===== src/verilog/soc_defines.svh =====
// SoC bus build constants
// Bus widths, RAM size and keyboard queue depth
`ifndef SOC_DEFINES_SVH
`define SOC_DEFINES_SVH

`default_nettype none

// System bus
`define SOC_ADDR_W 32
`define SOC_DATA_W 32
`define SOC_MASK_W 4

// On-chip RAM depth in 32-bit words
`define SOC_RAM_WORDS 1024

// Keyboard queue holds 2**5 codes
`define KBD_FIFO_ADDR_W 5

`default_nettype wire

`endif


===== src/verilog/soc_bus_pkg.sv =====
// System bus types
// Address, data and mask words plus the region map of the top nibble
`include "soc_defines.svh"

`default_nettype none

package soc_bus_pkg;

    typedef logic [`SOC_ADDR_W-1:0] soc_addr_t;
    typedef logic [`SOC_DATA_W-1:0] soc_data_t;
    typedef logic [`SOC_MASK_W-1:0] soc_mask_t;

    // Top address nibble, values not listed are invalid
    typedef enum logic [3:0] {
        REGION_RAM = 4'h1,
        REGION_DEV = 4'h2
    } region_t;

endpackage

`default_nettype wire


===== src/verilog/soc_target_if.sv =====
// Decoded bus request towards one target
// Request held until the target acknowledges
`timescale 1ns/100ps
`default_nettype none

interface soc_target_if;
    import soc_bus_pkg::*;

    logic      sel;
    soc_addr_t addr;
    logic      we;
    soc_data_t wdata;
    soc_mask_t wmask;
    soc_data_t rdata;
    logic      ack;

    modport decoder (
        output sel, addr, we, wdata, wmask,
        input  rdata, ack
    );

    modport target (
        input  sel, addr, we, wdata, wmask,
        output rdata, ack
    );

endinterface

`default_nettype wire


===== src/verilog/bus_decoder.sv =====
// Bus region decoder
// Routes requests to RAM or peripherals, halts on unknown regions
`timescale 1ns/100ps
`default_nettype none

module bus_decoder (
    input  wire logic                    clk,
    input  wire logic                    reset_i,
    input  wire logic                    sel_i,
    input  wire logic                    we_i,
    input  wire soc_bus_pkg::soc_addr_t  addr_i,
    input  wire soc_bus_pkg::soc_data_t  wdata_i,
    input  wire soc_bus_pkg::soc_mask_t  wmask_i,
    output      soc_bus_pkg::soc_data_t  rdata_o,
    output      logic                    ack_o,
    output      logic                    halted_o,
    soc_target_if.decoder                ram_bus,
    soc_target_if.decoder                dev_bus
);
    import soc_bus_pkg::*;

    region_t region;
    logic    region_ok;
    logic    halted_q;

    assign region    = region_t'(addr_i[31:28]);
    assign region_ok = (region == REGION_RAM) || (region == REGION_DEV);

    // Request fan-out, nothing reaches a target once halted
    assign ram_bus.sel   = sel_i && !halted_q && (region == REGION_RAM);
    assign ram_bus.addr  = addr_i;
    assign ram_bus.we    = we_i;
    assign ram_bus.wdata = wdata_i;
    assign ram_bus.wmask = wmask_i;

    assign dev_bus.sel   = sel_i && !halted_q && (region == REGION_DEV);
    assign dev_bus.addr  = addr_i;
    assign dev_bus.we    = we_i;
    assign dev_bus.wdata = wdata_i;
    assign dev_bus.wmask = wmask_i;

    // Return path follows the held address
    assign rdata_o = (region == REGION_RAM) ? ram_bus.rdata : dev_bus.rdata;
    assign ack_o   = ram_bus.ack || dev_bus.ack;

    // Sticky until the next reset
    always_ff @(posedge clk) begin
        if (reset_i) begin
            halted_q <= 1'b0;
        end else if (sel_i && !region_ok) begin
            halted_q <= 1'b1;
        end
    end

    assign halted_o = halted_q;

    a_single_target_ack: assert property (@(posedge clk) disable iff (reset_i)
        !(ram_bus.ack && dev_bus.ack));

    a_no_ack_when_halted: assert property (@(posedge clk) disable iff (reset_i)
        halted_q |-> !ack_o);

endmodule

`default_nettype wire


===== src/flat_wrapper.sv =====
// flat-port wrapper written by rule: the top's interface ports become plain ports
module bus_decoder_flat import soc_bus_pkg::*;
  (clk, reset_i, sel_i, we_i, addr_i, wdata_i, wmask_i, rdata_o, ack_o, halted_o, ram_bus_sel, ram_bus_addr, ram_bus_we, ram_bus_wdata, ram_bus_wmask, ram_bus_rdata, ram_bus_ack, dev_bus_sel, dev_bus_addr, dev_bus_we, dev_bus_wdata, dev_bus_wmask, dev_bus_rdata, dev_bus_ack);
  soc_target_if ram_bus_i ();
  soc_target_if dev_bus_i ();
  input  wire logic clk;
  input  wire logic reset_i;
  input  wire logic sel_i;
  input  wire logic we_i;
  input  wire soc_bus_pkg::soc_addr_t addr_i;
  input  wire soc_bus_pkg::soc_data_t wdata_i;
  input  wire soc_bus_pkg::soc_mask_t wmask_i;
  output      soc_bus_pkg::soc_data_t rdata_o;
  output      logic ack_o;
  output      logic halted_o;
  output wire logic [$bits(ram_bus_i.sel)-1:0] ram_bus_sel;
  output wire logic [$bits(ram_bus_i.addr)-1:0] ram_bus_addr;
  output wire logic [$bits(ram_bus_i.we)-1:0] ram_bus_we;
  output wire logic [$bits(ram_bus_i.wdata)-1:0] ram_bus_wdata;
  output wire logic [$bits(ram_bus_i.wmask)-1:0] ram_bus_wmask;
  input wire logic [$bits(ram_bus_i.rdata)-1:0] ram_bus_rdata;
  input wire logic [$bits(ram_bus_i.ack)-1:0] ram_bus_ack;
  output wire logic [$bits(dev_bus_i.sel)-1:0] dev_bus_sel;
  output wire logic [$bits(dev_bus_i.addr)-1:0] dev_bus_addr;
  output wire logic [$bits(dev_bus_i.we)-1:0] dev_bus_we;
  output wire logic [$bits(dev_bus_i.wdata)-1:0] dev_bus_wdata;
  output wire logic [$bits(dev_bus_i.wmask)-1:0] dev_bus_wmask;
  input wire logic [$bits(dev_bus_i.rdata)-1:0] dev_bus_rdata;
  input wire logic [$bits(dev_bus_i.ack)-1:0] dev_bus_ack;
  assign ram_bus_sel = ram_bus_i.sel;
  assign ram_bus_addr = ram_bus_i.addr;
  assign ram_bus_we = ram_bus_i.we;
  assign ram_bus_wdata = ram_bus_i.wdata;
  assign ram_bus_wmask = ram_bus_i.wmask;
  assign ram_bus_i.rdata = ram_bus_rdata;
  assign ram_bus_i.ack = ram_bus_ack;
  assign dev_bus_sel = dev_bus_i.sel;
  assign dev_bus_addr = dev_bus_i.addr;
  assign dev_bus_we = dev_bus_i.we;
  assign dev_bus_wdata = dev_bus_i.wdata;
  assign dev_bus_wmask = dev_bus_i.wmask;
  assign dev_bus_i.rdata = dev_bus_rdata;
  assign dev_bus_i.ack = dev_bus_ack;
  bus_decoder u_core (.clk(clk), .reset_i(reset_i), .sel_i(sel_i), .we_i(we_i), .addr_i(addr_i), .wdata_i(wdata_i), .wmask_i(wmask_i), .rdata_o(rdata_o), .ack_o(ack_o), .halted_o(halted_o), .ram_bus(ram_bus_i), .dev_bus(dev_bus_i));
endmodule

===== config.mk =====
export PLATFORM = sky130hd
export DESIGN_NAME = bus_decoder_flat
export DESIGN_NICKNAME = d
export VERILOG_FILES = /design/src/verilog/soc_bus_pkg.sv /design/src/verilog/soc_target_if.sv /design/src/verilog/bus_decoder.sv /design/src/flat_wrapper.sv
export VERILOG_INCLUDE_DIRS = /design/src /design/src/verilog
export SDC_FILE = /design/constraint.sdc
export NUM_CORES = 1
export LEC_CHECK = 0
export BUFFER_PORTS_ARGS = -buffer_cell sky130_fd_sc_hd__buf_2
export CORE_AREA = 5 5 117 119
export CTS_CLUSTER_SIZE = 8
export DETAILED_ROUTE_END_ITERATION = 8
export DIE_AREA = 0 0 122 124
export HOLD_SLACK_MARGIN = 0.15
export PLACE_DENSITY = 0.46
export SKIP_CTS_REPAIR_TIMING = 1
export SLEW_MARGIN = 0
export SYNTH_ARGS = -nofsm -noshare
export SYNTH_HDL_FRONTEND = slang
export SYNTH_SLANG_ARGS = --single-unit

===== constraint.sdc =====
create_clock -name clk -period 1.9 [get_ports clk]
set_input_delay 0.095 -clock clk [delete_from_list [all_inputs] [get_ports clk]]
set_output_delay 0.095 -clock clk [all_outputs]
set_load 0.01 [all_outputs]

# Word-level counts from Yosys, hierarchy flattened
# Cells that the tools add are included.
# word_totals
reg_bits	1
latch_bits	0
ram_bits	0
mem_bits_ro	0
inputBits	138
out_inout_bits	174
wordCells	12
memories	0
# op_classes
addsub	0
mul	0
div_mod_pow	0
n_lt_le_gt_ge	0
n_eq_ne	2
shifts	0
muxes	1
bitwise_logic	0
reduce_logical	8
# op_table
operator	count
32-bit 2-to-1 mux	1
4-bit by 1-bit == test with 1-bit output, second input constant	1
4-bit by 2-bit == test with 1-bit output, second input constant	1
1-bit logical AND	4
1-bit logical NOT	2
1-bit logical OR	2

# Longest topological paths before layout
# logic_depth
ltp_word	4
depth_mapped	3
depth_no_buf	2

# Worst setup path before layout
# No wires, ideal clock.
# synth_timing
path_kind	register to output
from	register u_core.halted_q, in the netlist u_core.halted_o
to	output port dev_bus_sel
t_arrival_ps	1104
required_ps	1805
setup_slack_ps	701
stages_incl_launch_ff	3
path_buffers	0
path_cell_list	dfxtp_1 or4bb_1 nor3_1
# synth_between
elab_chain_cells	3
# synth_lines
item	line_no	text
from (decl)	bus_decoder.sv:24	logic halted_q;
from (signal assigned)	bus_decoder.sv:49	halted_q <= 1'b0;
from (signal assigned)	bus_decoder.sv:51	halted_q <= 1'b1;
1-bit logical NOT	bus_decoder.sv:36	assign dev_bus.sel = sel_i && !halted_q && (region == REGION_DEV);
1-bit logical AND (2 in a row)	bus_decoder.sv:36	
to (decl)	flat_wrapper.sv:23	output wire logic [$bits(dev_bus_i.sel)-1:0] dev_bus_sel;
# No other way between the ends.

# Worst setup path in the final report
# layout_timing
from	input port addr_i[29]
to	output port rdata_o[27]
# layout_between
elab_chain_cells	2
# layout_lines
item	line_no	text
from (decl)	flat_wrapper.sv:10	input wire soc_bus_pkg::soc_addr_t addr_i;
4-bit by 1-bit == test with 1-bit output	bus_decoder.sv:43	assign rdata_o = (region == REGION_RAM) ? ram_bus.rdata : dev_bus.rdata;
32-bit 2-to-1 mux	bus_decoder.sv:43	
to (decl)	flat_wrapper.sv:13	output soc_bus_pkg::soc_data_t rdata_o;
# No other way between the ends.

==> summary.md <==
| Metric | Value |
|---|---|
| Die X | 122 µm |
| FILL cells | ~1,500 |
| Final Hold Viols | 0 |
| Clock power frac | 0% |
| GR Util met2 | roughly 8.5% |
| Critical Path End Type | output pin |
| CP arrival | 1350 ps |
| Vias per cell | 2.92 |
| Layout cells sized above 1 | 93.7% |
| Most common cell after layout, fill and taps aside | buf_2 |
| Worst-margin pin slew | 278 ps |
| Input/output buffers | 116 |
| Mean Syn Cell Area | roughly 8.4 µm² |
| GRT busiest layer | met2 |
| Fin nets | 299 |
| Cell variety after synth | 13 |
| Commonest non-fill, non-tap cells in the layout | 116 x buf_2, 30 x mux2_2, 2 x mux2_1, 2 x nor3_1 |
| Die Area | 0.0151 mm² |
| Die height | ~120 µm |
| Core area | 0.0125 mm² |
| Switching portion of total power | 39.1% |
| Reg-to-reg startpoint | u_core.halted_o$_SDFFE_PP0P_ |
| Post-route ant nets | 0 |
| # Max-Cap Violations | 0 |
| Critical Path Source | addr_i[29] |
| Number of iterations in the first detailed-routing pass | 3 |
| Ant. Diodes | 0 |
| Routed wire length | 4.46 mm |
| FF-to-FF setup slack | ~1200 ps |
| Worst-skew pair later-pin latency | 0 ps |
| Switching power of the nets | ~100 µW |
| RSZ-0062 raised after global routing | false |
| Seq pwr share | 9.8% |
| WL/cell | 13.5 µm |
| Met3 global-route usage | under 10% |
| Clock skew | 0 ps |
| Row count | 41 |
| Max-slew violation count | 0 |
| Ports | 312 |
| DRC | 0 |
| First-pass GRT wire length | ~5.5 mm |
| Total GRT Usage | 4.68% |
| Syn Std Cell Area | 0.00153 mm² |
| Initial antenna violation count | 0 |
| HPWL after detailed placement | 4.06 mm |
| Syn nets | 321 |
| Setup TNS | 0 ps |
| Pwr Density | roughly 200 mW/mm² |
| Crit path required time | between 1500 and 2000 ps |
| Max-slew headroom | a little over 80% |
| Met1 Use GR | 3.71% |
| Initial Util | 12.3% |
| Via count | 965 |
| Hold Crit Class | in -> out |
| Crit Path Class | in -> out |
| Synth warn | 0 |
| Endpoints failing setup | 0 |
| CP max FO | 32 |
| Maximum clock rate | approximately 0.7 GHz |
| Seq/Total Area, Yosys | 1.31% |
| P_leak | approximately 0.00062 µW |
| Reg2Reg Depth | 2 |
| Largest net degree at the start of global routing | 33 |
| Pint | 155 µW |
| RR Endpoint | u_core.halted_o$_SDFFE_PP0P_ |
| Status | finished, final reports clean |
| GR Overflow Total | 0 |
| Logic pwr share | ~90% |
| Worst VDD drop | about 0.00012 V |
| Area growth, synth to finish | -16.6% |
| Fin cells | 331 |
| Iter 0 DRT Violations | 4 |
| Dpl cells | 331 |
| Vias in the first global route | just under 1,000 |
| Max FFs per register | 1 |
| Worst Setup EP | rdata_o[27] |
| Hold slack | between 150 and 200 ps |
| Syn Inst Count | 183 |
| Worst setup SP type | primary input |
| Placer Congestion | 0.659 |
| Final worst path period share | 75.9% |
| Minimum clock period | 1440 ps |
| Seq cells post-synth | 1 |
cell type report:
class | instances | area [µm²] | area share (%)
multi-input cells | 41 | 440 | 34.5
flip-flops and latches | 1 | 20.0 | 1.57
well taps | 172 | 215 | 16.9
repair buffers | 117 | 601 | 47.1
power groups by stage:
stage                     logic, µW  clock network (µW)  registers [µW]
final                           230                   0            24.9
after global routing            252                   0            25.1
after floorplan                 389                   0            25.6
after global placement          232                   0            25.0
after CTS                       235                   0            25.0
after detailed placement        234                   0            25.0
cells in the mapped netlist:
| library cell | n | area (µm²) |
|---|---|---|
| and3b_1 | 1 | 8.76 |
| buf_6 | 3 | 33.8 |
| a211oi_1 | 1 | 7.51 |
| or2_2 | 1 | 6.26 |
| mux2_2 | 30 | 338 |
| or4bb_1 | 1 | 11.3 |
| buf_4 | 138 | 1040 |
| xor2_1 | 1 | 8.76 |
| mux2_1 | 2 | 22.5 |
| dfxtp_1 | 1 | 20.0 |
| nor2_1 | 1 | 3.75 |
| nor4b_4 | 1 | 23.8 |
| nor3_1 | 2 | 10.0 |
worst min path at each step:
stage | from | to | slack (ps) | cells past startpoint
floorplan | reset_i | u_core.halted_o$_SDFFE_PP0P_ | 170 | 1
global placement | wdata_i[6] | ram_bus_wdata[6] | 190 | 0
detailed placement | wdata_i[6] | ram_bus_wdata[6] | 190 | 0
CTS | wdata_i[6] | ram_bus_wdata[6] | 190 | 0
global route | wdata_i[29] | ram_bus_wdata[29] | 190 | 0
finish | wdata_i[10] | dev_bus_wdata[10] | 190 | 0
layer usage:
layer | share of wire, % | routed length [µm]
met1 | 26 | 1150
met2 | 45 | 2030
met3 | 19 | 844
met4 | 9.9 | 440
met5 | 0 | 0
kinds of logic after synthesis:
| group | share of synthesized area (%) |
|---|---|
| DFF | 1.31 |
| xor gates and xnor gates | 0.572 |
| and+or+nand+nor | 4.17 |
| muxes | 23.5 |
| buffers and inverters | 69.9 |
| AOI/OAI and AO/OA | 0.491 |
through the flow:
step                      instance area [µm²]  power [µW]  utilization (%)  worst slack [ps]
after floorplan                          1530         414                -               701
after global placement                   1280         257             10.2               467
after detailed placement                 1280         259             10.2               426
after CTS                                1280         260             10.2               426
after global routing                     1280         278             10.2               367
final                                    1280         254             10.2               458
critical path, cell delays in order:
cell,delay (ps)
buf_2,140
nor4b_4,340
buf_12,230
mux2_2,360
buf_2,140
No activity file was read; power rests on OpenSTA's default activity.
