**src/verilog/soc_defines.svh**
```systemverilog
// SoC bus build constants
// Bus widths, RAM size and keyboard queue depth
`ifndef SOC_DEFINES_SVH
`define SOC_DEFINES_SVH

`default_nettype none

// System bus
`define SOC_ADDR_W 32
`define SOC_DATA_W 32
`define SOC_MASK_W 4

// On-chip RAM depth in 32-bit words
`define SOC_RAM_WORDS 1024

// Keyboard queue holds 2**5 codes
`define KBD_FIFO_ADDR_W 5

`default_nettype wire

`endif

```
**src/verilog/soc_bus_pkg.sv**
```systemverilog
// System bus types
// Address, data and mask words plus the region map of the top nibble
`include "soc_defines.svh"

`default_nettype none

package soc_bus_pkg;

    typedef logic [`SOC_ADDR_W-1:0] soc_addr_t;
    typedef logic [`SOC_DATA_W-1:0] soc_data_t;
    typedef logic [`SOC_MASK_W-1:0] soc_mask_t;

    // Top address nibble, values not listed are invalid
    typedef enum logic [3:0] {
        REGION_RAM = 4'h1,
        REGION_DEV = 4'h2
    } region_t;

endpackage

`default_nettype wire

```
**src/verilog/soc_dev_pkg.sv**
```systemverilog
// Peripheral map
// Device identifiers, keyboard register offsets and status bits
`default_nettype none

package soc_dev_pkg;

    // Address bits 15:12 inside the device region
    typedef enum logic [3:0] {
        DEV_DISPLAY = 4'h1,
        DEV_KBD     = 4'h5
    } dev_id_t;

    // Byte offsets inside a device window
    localparam logic [11:0] KBD_STATUS_OFS = 12'h000;
    localparam logic [11:0] KBD_CODE_OFS   = 12'h004;

    localparam int KBD_READY_BIT = 0;

    typedef logic [7:0] kbd_code_t;

endpackage

`default_nettype wire

```
**src/verilog/soc_target_if.sv**
```systemverilog
// Decoded bus request towards one target
// Request held until the target acknowledges
`timescale 1ns/100ps
`default_nettype none

interface soc_target_if;
    import soc_bus_pkg::*;

    logic      sel;
    soc_addr_t addr;
    logic      we;
    soc_data_t wdata;
    soc_mask_t wmask;
    soc_data_t rdata;
    logic      ack;

    modport decoder (
        output sel, addr, we, wdata, wmask,
        input  rdata, ack
    );

    modport target (
        input  sel, addr, we, wdata, wmask,
        output rdata, ack
    );

endinterface

`default_nettype wire

```
**src/verilog/sync_fifo.sv**
```systemverilog
// Synchronous FIFO
// Circular buffer with occupancy count, head word shown combinationally
`timescale 1ns/100ps
`default_nettype none

module sync_fifo #(
    parameter int ADDR_W = 4,
    parameter int WIDTH  = 8
) (
    input  wire logic             clk,
    input  wire logic             reset_i,
    input  wire logic             enq_i,
    input  wire logic             deq_i,
    input  wire logic [WIDTH-1:0] d_i,
    output      logic [WIDTH-1:0] q_o,
    output      logic             empty_o,
    output      logic             full_o
);
    localparam int DEPTH = 1 << ADDR_W;

    logic [WIDTH-1:0]  mem [DEPTH];
    logic [ADDR_W-1:0] rd_ptr;
    logic [ADDR_W-1:0] wr_ptr;
    logic [ADDR_W:0]   count;

    always_ff @(posedge clk) begin
        if (enq_i)
            mem[wr_ptr] <= d_i;
    end

    // Pointers wrap naturally at the power-of-two depth
    always_ff @(posedge clk) begin
        if (reset_i) begin
            rd_ptr <= '0;
            wr_ptr <= '0;
            count  <= '0;
        end else begin
            if (enq_i)
                wr_ptr <= wr_ptr + 1'b1;
            if (deq_i)
                rd_ptr <= rd_ptr + 1'b1;
            if (enq_i && !deq_i)
                count <= count + 1'b1;
            else if (deq_i && !enq_i)
                count <= count - 1'b1;
        end
    end

    assign q_o     = mem[rd_ptr];
    assign empty_o = (count == '0);
    assign full_o  = (count == (ADDR_W+1)'(DEPTH));

    a_no_overflow: assert property (@(posedge clk) disable iff (reset_i)
        enq_i |-> !full_o);

    a_no_underflow: assert property (@(posedge clk) disable iff (reset_i)
        deq_i |-> !empty_o);

endmodule

`default_nettype wire

```
**src/verilog/sys_periph.sv**
```systemverilog
// Peripheral block
// Display register and PS/2 keyboard code queue behind the device window
`include "soc_defines.svh"
`timescale 1ns/100ps
`default_nettype none

module sys_periph (
    input  wire logic                    clk,
    input  wire logic                    reset_i,
    input  wire soc_dev_pkg::kbd_code_t  kbd_code_i,
    input  wire logic                    kbd_strobe_i,
    output      logic [7:0]              display_o,
    soc_target_if.target                 bus
);
    import soc_bus_pkg::*;
    import soc_dev_pkg::*;

    dev_id_t   dev_id;
    logic [11:0] ofs;
    logic      ack_q;
    logic      wr_act;
    logic      kbd_enq;
    logic      kbd_deq;
    logic      fifo_empty;
    logic      fifo_full;
    kbd_code_t fifo_head;
    kbd_code_t code_q;
    soc_data_t rd_word;

    assign dev_id = dev_id_t'(bus.addr[15:12]);
    assign ofs    = bus.addr[11:0];

    // A write acts once, in the cycle before its acknowledge
    assign wr_act = bus.sel && bus.we && !ack_q;

    always_ff @(posedge clk) begin
        if (reset_i) begin
            ack_q <= 1'b0;
        end else begin
            ack_q <= bus.sel && !ack_q;
        end
    end

    always_ff @(posedge clk) begin
        if (reset_i) begin
            display_o <= 8'd0;
        end else if (wr_act && dev_id == DEV_DISPLAY) begin
            display_o <= bus.wdata[7:0];
        end
    end

    // Codes arriving on a full queue are lost
    assign kbd_enq = kbd_strobe_i && !fifo_full;

    // Status write pops the head into the code register
    assign kbd_deq = wr_act && (dev_id == DEV_KBD) && (ofs == KBD_STATUS_OFS) && !fifo_empty;

    sync_fifo #(
        .ADDR_W (`KBD_FIFO_ADDR_W),
        .WIDTH  ($bits(kbd_code_t))
    ) kbd_fifo (
        .clk     (clk),
        .reset_i (reset_i),
        .enq_i   (kbd_enq),
        .deq_i   (kbd_deq),
        .d_i     (kbd_code_i),
        .q_o     (fifo_head),
        .empty_o (fifo_empty),
        .full_o  (fifo_full)
    );

    always_ff @(posedge clk) begin
        if (kbd_deq)
            code_q <= fifo_head;
    end

    // Unmapped registers read as zero
    always_comb begin
        rd_word = '0;
        if (ack_q && dev_id == DEV_KBD) begin
            if (ofs == KBD_STATUS_OFS)
                rd_word[KBD_READY_BIT] = !fifo_empty;
            else if (ofs == KBD_CODE_OFS)
                rd_word = soc_data_t'(code_q);
        end
    end

    assign bus.rdata = rd_word;
    assign bus.ack   = ack_q;

endmodule

`default_nettype wire
```
**src/flat_wrapper.sv**
```systemverilog
// flat-port wrapper written by rule: the top's interface ports become plain ports
module sys_periph_flat import soc_bus_pkg::*; import soc_dev_pkg::*;
  (clk, reset_i, kbd_code_i, kbd_strobe_i, display_o, bus_sel, bus_addr, bus_we, bus_wdata, bus_wmask, bus_rdata, bus_ack);
  soc_target_if bus_i ();
  input  wire logic clk;
  input  wire logic reset_i;
  input  wire soc_dev_pkg::kbd_code_t kbd_code_i;
  input  wire logic kbd_strobe_i;
  output      logic [7:0] display_o;
  input wire logic [$bits(bus_i.sel)-1:0] bus_sel;
  input wire logic [$bits(bus_i.addr)-1:0] bus_addr;
  input wire logic [$bits(bus_i.we)-1:0] bus_we;
  input wire logic [$bits(bus_i.wdata)-1:0] bus_wdata;
  input wire logic [$bits(bus_i.wmask)-1:0] bus_wmask;
  output wire logic [$bits(bus_i.rdata)-1:0] bus_rdata;
  output wire logic [$bits(bus_i.ack)-1:0] bus_ack;
  assign bus_i.sel = bus_sel;
  assign bus_i.addr = bus_addr;
  assign bus_i.we = bus_we;
  assign bus_i.wdata = bus_wdata;
  assign bus_i.wmask = bus_wmask;
  assign bus_rdata = bus_i.rdata;
  assign bus_ack = bus_i.ack;
  sys_periph u_core (.clk(clk), .reset_i(reset_i), .kbd_code_i(kbd_code_i), .kbd_strobe_i(kbd_strobe_i), .display_o(display_o), .bus(bus_i));
endmodule
```
**config.mk**
```make
export PLATFORM = sky130hd
export DESIGN_NAME = sys_periph_flat
export DESIGN_NICKNAME = d
export VERILOG_FILES = /design/src/verilog/soc_bus_pkg.sv /design/src/verilog/soc_dev_pkg.sv /design/src/verilog/soc_target_if.sv /design/src/verilog/sync_fifo.sv /design/src/verilog/sys_periph.sv /design/src/flat_wrapper.sv
export VERILOG_INCLUDE_DIRS = /design/src /design/src/verilog
export SDC_FILE = /design/constraint.sdc
export NUM_CORES = 1
export LEC_CHECK = 0
export ABC_AREA = 1
export BUFFER_PORTS_ARGS = -buffer_cell sky130_fd_sc_hd__buf_2
export CAP_MARGIN = 20
export CORE_ASPECT_RATIO = 1.1
export CORE_MARGIN = 4
export CORE_UTILIZATION = 30
export CTS_CLUSTER_SIZE = 28
export DETAILED_ROUTE_END_ITERATION = 7
export SKIP_CTS_REPAIR_TIMING = 1
export SLEW_MARGIN = 15
export SYNTH_ARGS = -nofsm -noshare
export SYNTH_HDL_FRONTEND = slang
export SYNTH_SLANG_ARGS = --single-unit
```
**constraint.sdc**
```tcl
create_clock -name clk -period 2.51 [get_ports clk]
set_input_delay 0.251 -clock clk [delete_from_list [all_inputs] [get_ports clk]]
set_output_delay 0.251 -clock clk [all_outputs]
set_load 0.05 [all_outputs]
```
======== Word level (Yosys, flattened, before mapping) ========
Memory sizes are Yosys's and may differ from the RTL's. A register that Yosys moved wholly into a read port is not among the register bits.
Cells that the tools add are included.
word-level totals
  flip-flop bits (word level) ............. 25
  memory bits (writable) .................. 256
  input port bits ......................... 81
  output and inout port bits .............. 41
  logic and storage cells ................. 41
  memories kept ........................... 1
operators by class
  add/sub/neg operators ................... 4
  eq/ne operators ......................... 4
  multiplexer cells ....................... 8
  reduce and logical (&&, ||, !) cells .... 19
memories
  memory               words  bits a word  read ports  clocked after memory_dff  wr ports  RTL line         RTL
  u_core.kbd_fifo.mem  32     8            1           1                         1         sync_fifo.sv:21  logic [WIDTH-1:0] mem [DEPTH];
operator list
  operator               count
  $mux W32               1
  $eq A12 B3 Y1 const B  1
  $logic_not A12 Y1      1
  $mux W6                2
  $logic_and A1 B1 Y1    11
  $add A5 B1 Y5 const B  2
  $mux W8                1
  $mux W7                1
  $add A6 B1 Y6 const B  1
  $eq A6 B6 Y1 const B   1
  $logic_not A6 Y1       1
  $sub A6 B1 Y6 const B  1
  $logic_not A1 Y1       5
  $eq A4 B1 Y1 const B   1
  $eq A4 B3 Y1 const B   1
  $mux W1                3
  $reduce_bool A2 Y1     1

======== Logic depth before layout (Yosys ltp) ========
Gate-level depths: netlist of the first run.
  word-level depth ........................ 8
  depth in mapped cells ................... 18
  mapped depth without buffers ............ 18

======== Cells and area by module ========
A second synthesis of the first run with hierarchy kept.
unflattened totals
  cells, all modules ...................... 1,172
  area, all modules ....................... 12,599.6 µm²
modules (own cells, without submodules)
  module      instances  cells an instance  area an instance (µm²)  seq. area each (µm²)
  sync_fifo   1          1,037              11,589.9                8,107.8
  sys_periph  1          135                1,009.7                 420.4

======== Worst setup path after synthesis of the first run ========
Ideal clock, no wire load.
  path type ............................... reg2reg
  start ................................... register u_core.ack_q, in the netlist u_core.bus.ack
  end ..................................... register u_core.kbd_fifo.count[4]
  setup time .............................. 56 ps
  arrival time ............................ 2,590 ps
  required time ........................... 2,454 ps
  path slack .............................. -136 ps
  cell stages (with the launch flop) ...... 18
  path buffers ............................ 0
  clock period less this slack ............ 2,646 ps
  cells stage by stage .................... dfxtp_1 -> inv_1 -> nand3_1 -> nor2_1 -> inv_1 -> nor2_1 -> inv_1 -> ha_1 -> fa_1 -> inv_1 -> nand2_1 -> a21boi_0 -> nor2_1 -> nor2_1 -> nor2_1 -> nand2_1 -> nand2_1 -> inv_1
on the way
  longest elaborated chain between the ends .. 8
  elaborated cells on any way between the ends .. 10
  those cells by class .................... mux (1); reduce/logical (9)
RTL lines
  item                                                  RTL line          RTL
  start: declaration                                    sys_periph.sv:20  logic ack_q;
  start signal: assignment                              sys_periph.sv:40  ack_q <= bus.sel && !ack_q;
  $logic_not A1 Y1 (*)                                  sys_periph.sv:34  assign wr_act = bus.sel && bus.we && !ack_q;
  $logic_and A1 B1 Y1 (*)                               sys_periph.sv:34
  $logic_and A1 B1 Y1 (*) (3 in series)                 sys_periph.sv:56  assign kbd_deq = wr_act && (dev_id == DEV_KBD) && (ofs == KBD_STATUS_OFS) && !fifo_empty;
  net u_core.kbd_deq                                    sys_periph.sv:23  logic kbd_deq;
  $logic_not A1 Y1                                      sync_fifo.sv:42   if (enq_i && !deq_i)
  $logic_and A1 B1 Y1                                   sync_fifo.sv:42
  $mux W6 / $reduce_bool A2 Y1 (equally long branches)  -
  end signal: assignment                                sync_fifo.sv:43   count <= count + 1'b1;
  end signal: assignment                                sync_fifo.sv:45   count <= count - 1'b1;
  end: declaration                                      sync_fifo.sv:24   logic [ADDR_W:0] count;
The timed path passes the listed nets; every way through them passes the cells marked *.
A chain may end at the register's enable or synchronous reset.

======== Final worst setup path of the first run ========
Ends and elaborated chain as after synthesis.

==> key figures, run 1 <==
Die
  • Die W: just over 200 um
  • Core ar.: ~40,000 um^2
  • Die height: about 220 um
  • Starting Density: 0.303
  • Die Footprint: 44,900 um^2
  • Cell Rows: 78
  • I/O Pins: about 120

Worst setup path
  • Worst stage delay on the critical path: 410 ps
  • Nature of the critical path startpoint: flop
  • Most used cell, CP: inv_1
  • CP required: 2950 ps
  • CP max stage cell: fa_1
  • Worst Path Arrival: 2730 ps
  • Crit Path Category: flop to flop
  • Crit-path max FO: 3
  • FF-to-FF End: u_core.kbd_fifo.count[4]
  • FF-to-FF Start: u_core.bus.ack
  • CP endpoint kind: flop
  • Reg2reg setup slack: 220 ps
  • Critical Path, Cell by Cell: inv_1, nand3_1, nor2_2, inv_1, nor2_2, inv_2, ha_2, fa_1, inv_1, nand2_1, a21boi_0, nor2_1, nor2_1, nor2_1, nand2_1, nand2_1, inv_1
  • Worst reg2reg path depth: 17

Flow run
  • Max Cap Viol: 0

Yosys
  • Top_reg_cell synth: edfxtp_1
  • Synthesized area per cell: 10.5 um^2
  • Yosys top cell area share: 0.636
  • Syn Std Cell Area: roughly 12,000 um^2
  • Area contributors post-synth: edfxtp_1, nand2_1, nor2_1
  • Number of register bits inferred by synthesis: 289
  • Distinct cells, synth: 25
  • Yosys top cell by area: edfxtp_1
  • Number of flops mapped to enable cells by yosys: 264
  • Syn Inst Count: around 1,200
  • YS warnings: 0
  • Synth async-reset ratio: 0
  • Seq/Total Area, Yosys: 0.676

Timing
  • Slew headroom: 0.489
  • Tcrit/Tclk final: 0.912
  • Final Hold Fails: 0
  • Final Max Slew Viols: 0
  • Fmax: 437 MHz
  • Final TNS setup: 0 ps
  • Final Setup Violations: 0
  • Least-Margin Pin Slew: roughly 770 ps
  • Max Clock Skew: between 20 and 30 ps
  • Final Critical Period: approximately 2300 ps

Min path
  • Hold/Removal Path Class: primary input to flop
  • Worst Hold Path EP: u_core.display_o[4]
  • Hold_sp: bus_wdata[4]
  • Hold Path Stages: 3

Route
  • Detailed Route Iter0 Violations: 688
  • Pre-Repair DR Iteration Count: 5
  • Final WL: 29.8 mm
  • WL per Instance: ~16 um
  • DRT antenna net count: 0
  • Drt via density: around 4.6
  • Via count: 8,613
  • # DRC: 0

Placed design
  • Hpwl dp: 17.9 mm
  • Port Buffers: 53
  • Placed cell areas: 13,500 um^2
  • GPL Wtd Cong: slightly below 0.8

Clock network
  • Worst skew pair latency: 510 ps
  • Root buffer cell: clkbuf_16
  • CTS Buffer Depth: 3
  • Htree depth: 2
  • Num Clock Sinks: slightly below 300
  • CTS tree: done
  • CTS Buf Count: 34
  • CTS clk-pin slew, worst paths: 60 ps

Global routing
  • All-Layer GR Usage: 0.129
  • Vias in the first global route: ~8,200
  • First-pass GRT wire length: about 46 mm
  • Largest net degree at the start of global routing: 113
  • Initial antenna violation count: 1
  • Congestion Overflow GR: 0

Final layout
  • Nets: 1,370
  • Share of cells above drive strength 1: 0.134
  • Fin util: 0.356
  • P&R area growth vs syn: 17.6%
  • Final Cell Area: ~15,000 um^2

Pwr
  • VDD IR max: about 340 uV
  • PwrDens: about 720 nW/um^2
  • Pleak: approximately 5.5 nW

Run status
  • Status: complete, no violations
routing by layer:
metal	routed length (um)	vias up	global-route usage	share of wire
met5	0	-	0	0
met4	836	0	0.0458	0.028
met3	1890	50	0.0195	0.063
met2	14500	279	0.216	0.48
met1	12600	4119	0.171	0.42
li1	-	4165	-	-
per-stage QoR:
| step | hold WS [ps] | worst slack (ps) | instances | power [mW] |
|---|---|---|---|---|
| 3_3_place_gp | 470 | 18.3 | 1797 | 5.97 |
| 4_1_cts | -33.6 | 3.74 | 1859 | 10.7 |
| 6_report | 13.5 | 221 | 1863 | 10.6 |
| 2_1_floorplan | 350 | 4.71 | 1214 | 5.77 |
| 5_1_grt | 25.8 | -11.3 | 1862 | 11.0 |
| 3_5_place_dp | 474 | 19.0 | 1798 | 5.98 |
report_power, final:
part,internal [mW],switching (mW),leakage (nW)
clock,2.78,1.92,0.517
sequential,5.30,0.0220,2.58
combinational,0.161,0.411,2.44
total,8.24,2.35,5.54
worst max-delay path, delay by kind of cell, from the launching register on:
kind            cells  cell delay [ps]
compound gates      1              170
fa+ha+maj           2              630
flops               1              310
buf+inv             5              360
simple gates        9              750
state kept, by name, summed over array words and instances, names as in the netlist:
name and count:
u_core.kbd_fifo.count 6, u_core.bus.ack 1, u_core.kbd_fifo.mem 256, u_core.code_q 8, u_core.kbd_fifo.rd_ptr 5, u_core.kbd_fifo.wr_ptr 5, u_core.display_o 8
cell families after synthesis:
group / after synthesis / synth area share
xor gates and xnor gates: 7 / 0.00492
DFF: 289 / 0.676
other: 1 / 0.000301
buffers and inverters: 147 / 0.0571
AOI/OAI and AO/OA: 105 / 0.0423
and+or+nand+nor: 630 / 0.207
adders and majority gates: 12 / 0.0126
worst max-delay path by stage:
| stage | start | endpoint | slack, ps | cells past startpoint |
|---|---|---|---|---|
| after global placement | u_core.kbd_fifo.count[3] | u_core.kbd_fifo.count[4] | 20 | 16 |
| after floorplan | u_core.bus.ack | u_core.kbd_fifo.count[4] | 5 | 17 |
| after detailed placement | u_core.kbd_fifo.count[3] | u_core.kbd_fifo.count[4] | 20 | 16 |
| after global routing | u_core.bus.ack | u_core.kbd_fifo.count[4] | -10 | 17 |
| final | u_core.bus.ack | u_core.kbd_fifo.count[4] | 220 | 17 |
| after CTS | u_core.kbd_fifo.count[0] | u_core.kbd_fifo.count[4] | 4 | 16 |
synthesized netlist by cell type, drive strengths merged (5+ instances only):
master	n
a21oi	30
buf	65
clkbuf	17
clkinv	7
dfxtp	25
edfxtp	264
ha	11
inv	58
nand2	289
nand3	124
nand4	6
nor2	179
nor3	32
o21ai	74
xor2	5
final cells by class:
class / instances / area (um^2)
fillers: 4115 / 26500
flip-flops and latches: 289 / 8430
multi-input cells: 778 / 3450
clock buffers: 40 / 895
repair buffers: 109 / 758
well taps: 560 / 701
inverters: 65 / 245
clock inverters: 21 / 178
diodes: 1 / 2.50
cells in the final DEF (no fill, tap or decap), types with 2 or more instances in the layout:
cell type	synthesis	routed
edfxtp_1	264	264
nor3_2	0	3
inv_2	1	2
buf_2	29	55
clkbuf_1	17	5
clkinvlp_4	0	3
ha_1	11	10
nand4_1	6	6
inv_1	57	55
a21oi_1	30	30
clkinv_4	0	4
clkbuf_16	0	35
nand2_1	289	289
nor2_1	177	173
nor2_2	2	6
inv_6	0	2
buf_4	27	47
o21ai_0	65	64
nor3_1	32	29
bufinv_16	0	2
dfxtp_1	25	23
conb_1	1	24
xnor2_1	2	2
clkinv_2	0	5
nand3_1	124	123
clkinv_1	7	13
buf_12	0	6
o21ai_1	9	10
xor2_1	5	5
(Power assumes the default switching activity.)
==> inputs of run 2 (changes only) <==
--- a/config.mk
+++ b/config.mk
@@ -14,6 +14,7 @@
 export CORE_UTILIZATION = 30
 export CTS_CLUSTER_SIZE = 28
 export DETAILED_ROUTE_END_ITERATION = 7
+export SETUP_SLACK_MARGIN = 0.5
 export SKIP_CTS_REPAIR_TIMING = 1
 export SLEW_MARGIN = 15
 export SYNTH_ARGS = -nofsm -noshare
==> key figures, run 2 (synthesis results as in run 1) <==
Run status
  • Status: complete, but fails checks
  • Failing checks: negative hold slack

Pwr
  • Gate power share: 0.056 (+0.002)
  • Pleak: 5.55 nW (+0.11%)
  • Clock power share: 0.428 (-0.015)
  • Pint: 8.13 mW (-1.3%)
  • Sequential Power Share: 0.515 (+0.012)
  • Switching pwr: 2.23 mW (-5.2%)
  • PwrDens: 696 nW/um^2 (-3.6%)
  • Switch share: 0.215 (-0.00692)
  • VDD IR max: 428 uV (+27%)
  • Total Power: 10.4 mW (-2.2%)

Route
  • Final WL: 29.3 mm (-1.7%)
  • Detailed Route Iter0 Violations: 719 (+4.5%)
  • Pre-Repair DR Iteration Count: 4 (-1)
  • DRT antenna net count: 0 (unchanged)
  • # DRC: 0 (unchanged)
  • WL per Instance: 15.8 um (-1.6%)
  • Drt via density: 4.55 (-1.5%)
  • Via count: 8,472 (-1.6%)

Global routing
  • Met1 GRT Util: 0.164 (-0.00655)
  • Initial antenna violation count: 0 (-1)
  • Vias in the first global route: 8,056 (-1.7%)
  • Congestion Overflow GR: 0 (unchanged)
  • All-Layer GR Usage: 0.125 (-0.00376)
  • GRT busiest layer: met2
  • Met3 GRT Util: 0.0200 (+0.000585)
  • Largest net degree at the start of global routing: 76 (-33%)
  • First-pass GRT wire length: 44.9 mm (-2.2%)
  • Met2 Track Usage GR: 0.218 (+0.00206)

Final layout
  • Share of cells above drive strength 1: 0.158 (+0.0248)
  • Top Registers: u_core.kbd_fifo.mem: 256 flops, u_core.code_q: 8 flops, u_core.display_o: 8 flops
  • P&R area growth vs syn: 19.3%
  • Largest register FFs: 256 (unchanged)
  • Commonest non-fill, non-tap cells in the layout: nand2_1, edfxtp_1, nor2_1, nand3_1, o21ai_0
  • Leading cell type in the layout, fill and taps excluded: nand2_1
  • Nets: 1,371 (+0.073%)
  • Largest Register: u_core.kbd_fifo.mem
  • # diodes: 0 (-1)

Die
  • Die Footprint: 44,900 um^2 (unchanged)
  • Starting Density: 0.303 (unchanged)
  • I/O Pins: 122 (unchanged)
  • Cell Rows: 78 (unchanged)
  • Die W: 202 um (unchanged)
  • Core ar.: 41,200 um^2 (unchanged)
  • Die height: 222 um (unchanged)

Min path
  • Hold/Removal Path Class: primary input to flop
  • Hold Path Stages: 3 (unchanged)

Worst setup path
  • CP required: 2990 ps (+40 ps)
  • CP max stage cell: dfxtp_4
  • CP endpoint kind: flop
  • Worst reg2reg path depth: 15 (-2)
  • Nature of the critical path startpoint: flop
  • Worst Path Arrival: 2480 ps (-250 ps)
  • Critical Path, Cell by Cell: nor2_4, nand4_1, nand2_2, inv_4, ha_4, fa_2, inv_1, nand2_1, a21boi_1, nor2_1, nor2_1, nor2_1, nand2_1, nand2_1, inv_1
  • Sum of buffers and inverters on the critical path: 3 (-2)
  • Crit Path Category: flop to flop
  • Critical path's top delay family: simple AND/OR/NAND/NOR gates
  • Worst stage delay on the critical path: 360 ps (-50 ps)
  • WP depth: 15 (-2)
  • Crit-path max FO: 4 (+1)

Placed design
  • Port Buffers: 53 (unchanged)
  • Place WS: 286 ps (+267 ps)
  • GPL Wtd Cong: 0.817 (+2.7%)
  • Hpwl dp: 18.1 mm (+0.81%)

Clock network
  • Root buffer cell: clkbuf_16
  • Num Clock Sinks: 289 (unchanged)
  • CTS tree: done
  • CTS Buf Count: 29 (-15%)
  • Htree depth: 1 (-1)
  • CTS clk-pin slew, worst paths: 60 ps (about the same)
  • CTS Buffer Depth: 3 (unchanged)
  • Worst skew pair latency: 540 ps (+30 ps)

Timing
  • Final Setup Violations: 0 (unchanged)
  • RSZ-0062 raised after global routing: yes
  • Max Clock Skew: 17.0 ps (-10.3 ps)
  • Final Max Slew Viols: 0 (unchanged)
  • Fmax: 499 MHz (+14%)
  • Hold slack: -24.2 ps (-37.7 ps)
  • Slew headroom: 0.491 (+0.00150)
  • Setup slack after layout: 505 ps (+284 ps)
  • Tcrit/Tclk final: 0.799 (-0.113)
  • Final TNS setup: 0 ps (unchanged)
  • Final Hold Fails: 2 (+2)
  • Final Critical Period: 2000 ps (-284 ps)
  • Least-Margin Pin Slew: 760 ps (-6.39 ps)

Flow run
  • Max Cap Viol: 0 (unchanged)
==> run 2: changes by cell type in the layout (fill, tap and decap cells not counted), sizes merged <==
| cell | previous run | this run |
|---|---|---|
| clkbuf | 40 | 34 |
| clkinvlp | 3 | 1 |
| clkinv | 22 | 19 |
| diode | 1 | 0 |
| dlygate4sd3 | 1 | 6 |
| bufinv | 2 | 5 |
| buf | 108 | 109 |
==> run 2: worst register-to-register path: stages (launching register included) <==
cell	delay, ps
dfxtp_4	360
nor2_4	130
nand4_1	130
nand2_2	150
inv_4	70
ha_4	190
fa_2	350
inv_1	60
nand2_1	50
a21boi_1	120
nor2_1	70
nor2_1	100
nor2_1	40
nand2_1	50
nand2_1	40
inv_1	40
==> run 2: path summary, 6_finish.rpt <==
kind	startpoint	end	slack (ps)
setup / recovery	u_core.kbd_fifo.count[2]	u_core.kbd_fifo.count[4]	510
hold / removal	bus_wdata[0]	u_core.display_o[0]	-20
setup reg to reg	u_core.kbd_fifo.count[2]	u_core.kbd_fifo.count[4]	510
hold reg to reg	u_core.display_o[7]	u_core.display_o[7]	490
==> run 2: layout make-up <==
class	instances	area, um^2
fill	4059	26300
clock inverter	19	239
clock buffer	34	744
tap	560	701
multi-input combinational	778	3630
sequential	289	8450
inverter	65	258
timing repair buffer	115	862
==> run 2: per-layer routing <==
layer  wire length, um  part of all wire
met5                 0                 0
met3              1600             0.055
met1             12600              0.43
met4               481             0.016
met2             14600              0.50
==> run 2: power groups by stage <==
stage | combinational [mW] | clock [mW] | sequential [mW]
after floorplan | 0.353 | 0 | 5.44
after global placement | 0.504 | 0 | 5.44
after detailed placement | 0.517 | 0 | 5.44
after CTS | 0.519 | 4.51 | 5.33
after global routing | 0.647 | 4.73 | 5.34
final | 0.583 | 4.44 | 5.34
==> run 2: through the flow <==
step                      instance area (um^2)  cells  hold WS (ps)   util
after floorplan                          12700   1214           350      -
after global placement                   13500   1788           464  0.329
after detailed placement                 13600   1792           480  0.329
after CTS                                14500   1845         -56.5  0.353
after global routing                     14900   1860          6.14  0.361
final                                    14900   1860         -24.2  0.361
